==> src/verilog/datapathPkg.sv <==
package datapathPkg;

    // Datapath geometry
    localparam int wordWidth     = 32;  // Bus and register width
    localparam int numRegs       = 16;  // General registers R0..R15
    localparam int regIndexWidth = 4;   // Enough to index numRegs

    // ALU operation codes, numbered as in the original control steps
    typedef enum logic [4:0] {
        opAdd = 5'd3,
        opSub = 5'd4,
        opShr = 5'd5,
        opShl = 5'd6,
        opRor = 5'd7,
        opRol = 5'd8,
        opAnd = 5'd9,
        opOr  = 5'd10,
        opMul = 5'd15,
        opNeg = 5'd17,
        opNot = 5'd18
    } aluOpcode;

    // Which block currently drives the internal bus
    typedef enum logic [2:0] {
        srcNone,
        srcGeneral,
        srcPc,
        srcMdr,
        srcZHigh,
        srcZLow,
        srcHi,
        srcLo
    } busSource;

endpackage

==> src/verilog/alu.sv <==
`timescale 1ns/1ns

module alu (
    input  datapathPkg::aluOpcode                 opcode,
    input  logic [datapathPkg::wordWidth-1:0]     operandA,   // From Y
    input  logic [datapathPkg::wordWidth-1:0]     operandB,   // From the bus
    output logic [2*datapathPkg::wordWidth-1:0]   result
);

    import datapathPkg::*;

    logic [4:0]                  shiftCount;
    logic [2*wordWidth-1:0]      doubled;
    logic [2*wordWidth-1:0]      rotRight;
    logic [2*wordWidth-1:0]      rotLeft;
    logic signed [2*wordWidth-1:0] product;
    logic [wordWidth-1:0]        lowWord;

    assign shiftCount = operandB[4:0];  // Only the low five bits count

    // Rotates come from a doubled copy of A
    assign doubled  = {operandA, operandA};
    assign rotRight = doubled >> shiftCount;
    assign rotLeft  = doubled << shiftCount;

    // Both operands sign extended to the full product width
    assign product = $signed(operandA) * $signed(operandB);

    // Single-word results
    always_comb begin
        case (opcode)
            opAdd:   lowWord = operandA + operandB;     // Wraps modulo 2^32
            opSub:   lowWord = operandA - operandB;
            opShr:   lowWord = operandA >> shiftCount;  // Logical, zero fill
            opShl:   lowWord = operandA << shiftCount;
            opRor:   lowWord = rotRight[wordWidth-1:0];
            opRol:   lowWord = rotLeft[2*wordWidth-1:wordWidth];
            opAnd:   lowWord = operandA & operandB;
            opOr:    lowWord = operandA | operandB;
            opNeg:   lowWord = -operandB;               // B only
            opNot:   lowWord = ~operandB;
            default: lowWord = '0;
        endcase
    end

    // Multiply fills both halves, everything else lands in the low word
    always_comb begin
        if (opcode == opMul) begin
            result = product;
        end else begin
            result = {{wordWidth{1'b0}}, lowWord};
        end
    end

endmodule

==> src/verilog/busMux.sv <==
`timescale 1ns/1ns

module busMux (
    input  logic                                  Clock,       // Only samples the assertion
    input  logic [datapathPkg::numRegs-1:0]       regOut,
    input  logic                                  pcOut,
    input  logic                                  mdrOut,
    input  logic                                  zHighOut,
    input  logic                                  zLowOut,
    input  logic                                  hiOut,
    input  logic                                  loOut,
    input  logic [datapathPkg::wordWidth-1:0]     generalData,
    input  logic [datapathPkg::wordWidth-1:0]     pcValue,
    input  logic [datapathPkg::wordWidth-1:0]     mdrValue,
    input  logic [2*datapathPkg::wordWidth-1:0]   zValue,
    input  logic [datapathPkg::wordWidth-1:0]     hiValue,
    input  logic [datapathPkg::wordWidth-1:0]     loValue,
    output logic [datapathPkg::wordWidth-1:0]     busData
);

    import datapathPkg::*;

    busSource         source;
    logic [numRegs+5:0] allStrobes;

    assign allStrobes = {regOut, pcOut, mdrOut, zHighOut, zLowOut, hiOut, loOut};

    // Strobes to a source code
    always_comb begin
        if (|regOut)       source = srcGeneral;
        else if (pcOut)    source = srcPc;
        else if (mdrOut)   source = srcMdr;
        else if (zHighOut) source = srcZHigh;
        else if (zLowOut)  source = srcZLow;
        else if (hiOut)    source = srcHi;
        else if (loOut)    source = srcLo;
        else               source = srcNone;
    end

    always_comb begin
        case (source)
            srcGeneral: busData = generalData;
            srcPc:      busData = pcValue;
            srcMdr:     busData = mdrValue;
            srcZHigh:   busData = zValue[2*wordWidth-1:wordWidth];  // Upper product word
            srcZLow:    busData = zValue[wordWidth-1:0];
            srcHi:      busData = hiValue;
            srcLo:      busData = loValue;
            default:    busData = '0;                               // Idle bus reads zero
        endcase
    end

    // The control steps across both register blocks must never fight over the bus
    busOneDriver: assert property (@(posedge Clock) $onehot0(allStrobes))
        else $error("Two bus drivers at once, strobes %b", allStrobes);

endmodule

==> src/verilog/datapath.sv <==
`timescale 1ns/1ns

module datapath (
    input  logic                                Clock,
    input  logic                                rstN,
    // Bus drivers
    input  logic                                pcOut,
    input  logic                                mdrOut,
    input  logic                                zHighOut,
    input  logic                                zLowOut,
    input  logic                                hiOut,
    input  logic                                loOut,
    input  logic [datapathPkg::numRegs-1:0]     regOut,
    // Load strobes
    input  logic                                pcEnable,
    input  logic                                incPc,
    input  logic                                irEnable,
    input  logic                                marEnable,
    input  logic                                mdrEnable,
    input  logic                                read,
    input  logic                                yEnable,
    input  logic                                zEnable,
    input  logic                                hiEnable,
    input  logic                                loEnable,
    input  logic [datapathPkg::numRegs-1:0]     regIn,
    input  datapathPkg::aluOpcode               opcode,
    input  logic [datapathPkg::wordWidth-1:0]   mdatain,   // Memory read data
    output logic [datapathPkg::wordWidth-1:0]   busData,
    output logic [datapathPkg::wordWidth-1:0]   marAddress,
    output logic [datapathPkg::wordWidth-1:0]   irValue
);

    import datapathPkg::*;

    logic [wordWidth-1:0]   generalData;
    logic [wordWidth-1:0]   pcValue;
    logic [wordWidth-1:0]   mdrValue;
    logic [wordWidth-1:0]   yValue;
    logic [wordWidth-1:0]   hiValue;
    logic [wordWidth-1:0]   loValue;
    logic [2*wordWidth-1:0] zValue;
    logic [2*wordWidth-1:0] aluResult;

    registerFile generalRegs (
        .Clock    (Clock),
        .rstN     (rstN),
        .regIn    (regIn),
        .regOut   (regOut),
        .busData  (busData),
        .readData (generalData)
    );

    specialRegisters specialRegs (
        .Clock      (Clock),
        .rstN       (rstN),
        .busData    (busData),
        .mdatain    (mdatain),
        .aluResult  (aluResult),
        .pcEnable   (pcEnable),
        .incPc      (incPc),
        .irEnable   (irEnable),
        .marEnable  (marEnable),
        .mdrEnable  (mdrEnable),
        .read       (read),
        .yEnable    (yEnable),
        .zEnable    (zEnable),
        .hiEnable   (hiEnable),
        .loEnable   (loEnable),
        .pcValue    (pcValue),
        .irValue    (irValue),
        .marAddress (marAddress),
        .mdrValue   (mdrValue),
        .yValue     (yValue),
        .zValue     (zValue),
        .hiValue    (hiValue),
        .loValue    (loValue)
    );

    busMux internalBus (
        .Clock       (Clock),
        .regOut      (regOut),
        .pcOut       (pcOut),
        .mdrOut      (mdrOut),
        .zHighOut    (zHighOut),
        .zLowOut     (zLowOut),
        .hiOut       (hiOut),
        .loOut       (loOut),
        .generalData (generalData),
        .pcValue     (pcValue),
        .mdrValue    (mdrValue),
        .zValue      (zValue),
        .hiValue     (hiValue),
        .loValue     (loValue),
        .busData     (busData)
    );

    // Y is the held operand, the bus the live one
    alu mainAlu (
        .opcode   (opcode),
        .operandA (yValue),
        .operandB (busData),
        .result   (aluResult)
    );

endmodule

==> src/verilog/registerFile.sv <==
`timescale 1ns/1ns

module registerFile (
    input  logic                                Clock,
    input  logic                                rstN,
    input  logic [datapathPkg::numRegs-1:0]     regIn,     // Load strobes, one per register
    input  logic [datapathPkg::numRegs-1:0]     regOut,    // One-hot read select
    input  logic [datapathPkg::wordWidth-1:0]   busData,
    output logic [datapathPkg::wordWidth-1:0]   readData
);

    import datapathPkg::*;

    logic [wordWidth-1:0]     regs [numRegs];
    logic [regIndexWidth-1:0] selIndex;
    logic                     selValid;

    // Every register with its strobe set takes the bus word
    always_ff @(posedge Clock) begin
        for (int k = 0; k < numRegs; k++) begin
            if (!rstN) begin
                regs[k] <= '0;
            end else if (regIn[k]) begin
                regs[k] <= busData;
            end
        end
    end

    // One-hot select to an index
    always_comb begin
        selIndex = '0;
        selValid = 1'b0;
        for (int k = 0; k < numRegs; k++) begin
            if (regOut[k]) begin
                selIndex = regIndexWidth'(k);
                selValid = 1'b1;
            end
        end
    end

    assign readData = selValid ? regs[selIndex] : '0;  // Zero when nothing selected

endmodule

==> src/verilog/specialRegisters.sv <==
`timescale 1ns/1ns

module specialRegisters (
    input  logic                                  Clock,
    input  logic                                  rstN,
    input  logic [datapathPkg::wordWidth-1:0]     busData,
    input  logic [datapathPkg::wordWidth-1:0]     mdatain,
    input  logic [2*datapathPkg::wordWidth-1:0]   aluResult,
    input  logic                                  pcEnable,
    input  logic                                  incPc,
    input  logic                                  irEnable,
    input  logic                                  marEnable,
    input  logic                                  mdrEnable,
    input  logic                                  read,
    input  logic                                  yEnable,
    input  logic                                  zEnable,
    input  logic                                  hiEnable,
    input  logic                                  loEnable,
    output logic [datapathPkg::wordWidth-1:0]     pcValue,
    output logic [datapathPkg::wordWidth-1:0]     irValue,
    output logic [datapathPkg::wordWidth-1:0]     marAddress,
    output logic [datapathPkg::wordWidth-1:0]     mdrValue,
    output logic [datapathPkg::wordWidth-1:0]     yValue,
    output logic [2*datapathPkg::wordWidth-1:0]   zValue,
    output logic [datapathPkg::wordWidth-1:0]     hiValue,
    output logic [datapathPkg::wordWidth-1:0]     loValue
);

    import datapathPkg::*;

    // PC either steps by one or takes the bus
    always_ff @(posedge Clock) begin
        if (!rstN) begin
            pcValue <= '0;
        end else if (pcEnable) begin
            pcValue <= incPc ? pcValue + wordWidth'(1) : busData;
        end
    end

    // MDR source depends on read
    always_ff @(posedge Clock) begin
        if (!rstN) begin
            mdrValue <= '0;
        end else if (mdrEnable) begin
            mdrValue <= read ? mdatain : busData;  // Memory word or bus
        end
    end

    // The plain bus-loaded registers
    always_ff @(posedge Clock) begin
        if (!rstN) begin
            irValue    <= '0;
            marAddress <= '0;
            yValue     <= '0;
            hiValue    <= '0;
            loValue    <= '0;
        end else begin
            if (irEnable)  irValue    <= busData;
            if (marEnable) marAddress <= busData;
            if (yEnable)   yValue     <= busData;
            if (hiEnable)  hiValue    <= busData;  // Filled from ZHigh by the control steps
            if (loEnable)  loValue    <= busData;
        end
    end

    always_ff @(posedge Clock) begin
        if (!rstN) begin
            zValue <= '0;
        end else if (zEnable) begin
            zValue <= aluResult;  // Y op bus
        end
    end

    // An increment only means something together with the PC load
    incPcNeedsEnable: assert property (@(posedge Clock) disable iff (!rstN) incPc |-> pcEnable)
        else $error("incPc high without pcEnable");

endmodule
==> config.mk <==
export PLATFORM = sky130hd
export DESIGN_NAME = datapath
export DESIGN_NICKNAME = d
export VERILOG_FILES = /design/src/verilog/datapathPkg.sv /design/src/verilog/alu.sv /design/src/verilog/busMux.sv /design/src/verilog/datapath.sv /design/src/verilog/registerFile.sv /design/src/verilog/specialRegisters.sv
export SDC_FILE = /design/constraint.sdc
export NUM_CORES = 2
export LEC_CHECK = 0
export BUFFER_PORTS_ARGS = -buffer_cell sky130_fd_sc_hd__buf_2
export CORE_MARGIN = 1
export CORE_UTILIZATION = 40
export CTS_BUF_LIST = sky130_fd_sc_hd__clkbuf_16
export CTS_CLUSTER_SIZE = 24
export DETAILED_ROUTE_END_ITERATION = 12
export PLACE_DENSITY = 0.57
export SYNTH_ARGS = -nofsm -noshare
export SYNTH_HDL_FRONTEND = slang
export SYNTH_SLANG_ARGS = --single-unit
==> constraint.sdc <==
create_clock -name Clock -period 35.1 [get_ports Clock]
set_clock_uncertainty 0.2 [all_clocks]
set_input_delay 3.51 -clock Clock [delete_from_list [all_inputs] [get_ports Clock]]
set_output_delay 3.51 -clock Clock [all_outputs]
set_load 0.05 [all_outputs]
==> results.py <==
metrics = {
    "cells_and_area": {
        "final_cells": 11596,
        "nets": 10319,
        "final_util": 0.438,
        "n_fill_cell": 19499,
        "drive_gt1_frac": 0.0802,
        "register_area_um2": 21100,
        "syn2layout_area_growth_pct": 8.35,
        "multi_input_area_um2": 52300,
    },
    "drt": {
        "wl_um": 365000,
        "drt_iter0_drc": 9126,
        "antenna_left": 0,
        "vias": 70388,
        "drc": 0,
        "dr.pass1.iters": 7,
        "routed_via_density": 6.07,
        "wire_per_inst_um": 31.5,
    },
    "place": {
        "dpl.hpwl_um": 259000,
        "portBuffers": 182,
        "gp_congestion": 1.07,
        "dp_cells": 11412,
    },
    "floorplan": {
        "row_count": 163,
        "core_area_um2": 198000,
        "ios": 183,
        "start_util": 0.404,
        "die_w_um": 450,
        "dieArea_um2": 202000,
        "die_h_um": 450,
    },
    "worst_setup_path": {
        "worst-setup-path-type": "in2reg",
        "crit_required_ps": 35460,
        "slowest_stage": "clkinv_1",
        "startpoint_type": "input pin",
        "cp_data_arrival_time_ps": 19010,
        "path_common_cell": "fa_1",
        "reg2reg_from": "specialRegs.zValue[32]",
        "worstSetupEndpointType": "flop",
        "slowest_delay_ps": 1060,
        "reg2regPathDepth": 31,
        "rrSetupSlack_ps": 20990,
        "r2r-end": "specialRegs.zValue[63]",
        "cp_max_fo": 135,
    },
    "grt": {
        "antenna_found_initial": 32,
        "grt_pass1_wl_um": 518000,
        "grt_pass1_vias": 69631,
        "track_usage": 0.356,
        "overflow": 0,
        "grt_max_degree": 150,
    },
    "timing": {
        "worst_pin_slew_ps": 1410,
        "max_freq_ghz": 0.0536,
        "drv_slew": 0,
        "rsz0062_at_grt": "no",
        "fin_tns_setup_ps": 0,
        "setup_violations": 0,
        "hold_ws_ps": 280,
        "relSlewSlack": 0.0567,
        "fin_crit_ps": 18650,
        "post-route-period-util": 0.531,
        "finalHoldViolCount": 0,
    },
    "synthesis": {
        "synth_xor_area_frac": 0.0123,
        "syn_nets": 10478,
        "yosys.area_share.simple": 0.172,
        "synth_top_family_by_area": "adder cells",
        "synth.avg_cell_area_um2": 8.88,
        "synthFlopType": "edfxtp_1",
        "synthDistinctLibCells": 107,
        "async_flop_share": 0,
        "seq_area_frac_synth": 0.264,
        "syn_area_um2": 80200,
        "synth-compound-area-share": 0.131,
        "synth-edff-count": 512,
        "muxShareOfSynthArea": 0.0199,
        "synth_fa_ha_area_frac": 0.315,
        "yosys_warnings": 0,
        "ys_ff_latch": 800,
        "synth_cells": 9025,
    },
    "clock_tree": {
        "cts.sinks": 800,
        "clkTransAtPathRegs_ps": 60,
        "cts_tree": "built",
        "htree_levels": 3,
        "numCtsBuffers": 92,
        "root_buffer": "clkbuf_16",
        "postCtsHoldBufs": 0,
        "clk_latency_ps": 710,
        "cts_max_path_buffers": 3,
        "cts_setup_buffers": 0,
        "ctsResizeCount": 0,
    },
    "hold_path": {
        "hp-class": "reg2reg",
        "holdPathEnd": "specialRegs.zValue[41]",
        "hold_path_depth": 2,
        "min_from": "specialRegs.zValue[41]",
    },
    "job": {
        "max-cap-violations": 0,
    },
    "outcome": {
        "status": "completed",
    },
}
==> synthesized netlist by cell type, types with 13 or more instances <==
cell / n / area (um^2)
a211o_1: 14 / 123
a211oi_1: 181 / 1360
a21o_1: 68 / 510
a21oi_1: 289 / 1450
a221oi_1: 49 / 429
a22o_1: 31 / 272
a22oi_1: 102 / 766
a311oi_1: 54 / 473
a31oi_1: 36 / 225
a32oi_1: 13 / 114
and2_1: 46 / 288
and3_1: 93 / 582
and4_1: 22 / 193
buf_1: 91 / 342
buf_2: 108 / 541
clkbuf_1: 467 / 1750
clkinv_1: 23 / 86.3
dfxtp_1: 288 / 5770
edfxtp_1: 512 / 15400
fa_1: 1084 / 21700
ha_1: 282 / 3530
inv_1: 1087 / 4080
mux2_2: 17 / 191
mux2i_1: 129 / 1290
nand2_1: 1257 / 4720
nand2b_1: 46 / 288
nand3_1: 249 / 1250
nand4_1: 20 / 125
nor2_1: 1379 / 5180
nor2b_1: 15 / 93.8
nor3_1: 44 / 220
o2111ai_1: 16 / 140
o211ai_1: 73 / 548
o21a_1: 23 / 173
o21ai_0: 297 / 1490
o21ai_1: 29 / 145
o21bai_1: 17 / 128
o221ai_1: 15 / 131
o22ai_1: 45 / 282
o31ai_1: 18 / 135
or3_1: 23 / 144
xnor2_1: 70 / 613
xor2_1: 43 / 377
==> area by class of cell <==
| cell class | count | area share |
|---|---|---|
| Multi-Input combinational cell | 6426 | 0.602 |
| Clock inverter | 72 | 0.00776 |
| Clock buffer | 94 | 0.0271 |
| Timing Repair Buffer | 428 | 0.0325 |
| Tap cell | 2640 | 0.0380 |
| Antenna cell | 18 | 0.000519 |
| Sequential cell | 800 | 0.243 |
| Inverter | 1118 | 0.0485 |
==> layout by cell type, fill, tap and decap left out, types with 94 or more instances in the layout <==
cell       count
a211oi_1     180
a21oi_1      286
a22oi_1      102
buf_2        182
buf_4        241
clkbuf_16     94
dfxtp_1      286
edfxtp_1     512
fa_1        1084
ha_1         282
inv_1       1098
mux2i_1      129
nand2_1     1256
nand3_1      249
nor2_1      1375
o21ai_0      297
==> per-layer routing <==
layer	vias up	share of wire	GRT usage
met2	4471	0.44	0.539
met5	-	0.00034	0
met1	35556	0.37	0.449
met3	1043	0.11	0.0938
met4	18	0.078	0.233
li1	29300	-	-
==> sequential cells by signal, summed over array words and instances, names as in the netlist <==
register                cells
specialRegs.zValue         64
specialRegs.mdrValue       32
specialRegs.hiValue        32
specialRegs.yValue         32
generalRegs.regs          512
specialRegs.marAddress     32
specialRegs.irValue        32
specialRegs.pcValue        32
specialRegs.loValue        32
==> cell families after synthesis <==
| logic type | Yosys count |
|---|---|
| adder cells (fa/ha/maj) | 1366 |
| flip-flops | 800 |
| XOR/XNOR | 113 |
| multiplexers | 151 |
| AND/OR/NAND/NOR | 3266 |
| buffers and inverters | 1799 |
| AO/OA/AOI/OAI | 1530 |
==> critical path: cells and delay by family <==
family | cells | cell delay [ps]
buffers and inverters | 5 | 2000
AO/OA/AOI/OAI | 11 | 4380
adder cells (fa/ha/maj) | 9 | 5090
XOR/XNOR | 1 | 430
AND/OR/NAND/NOR | 8 | 3230
==> how the worst max path moves through the flow <==
stage	startpoint	cells after the start	slack (ps)	end
after floorplan	regOut[5]	38	20760	specialRegs.zValue[61]
after detailed placement	regOut[2]	33	16900	specialRegs.zValue[63]
after global placement	regOut[2]	33	17050	specialRegs.zValue[63]
final	regOut[5]	34	16450	specialRegs.zValue[63]
after global routing	regOut[2]	33	16310	specialRegs.zValue[63]
after CTS	regOut[2]	33	17630	specialRegs.zValue[63]
==> stage by stage <==
step / setup WS (ps) / area (um^2)
after global placement: 17050 / 83800
after detailed placement: 16900 / 83800
after global routing: 16310 / 86800
after CTS: 17630 / 86800
after floorplan: 20760 / 80200
final: 16450 / 86900
Power is not shown: default switching activity piles up to over one toggle a cycle in this logic, so the estimate is an artifact.
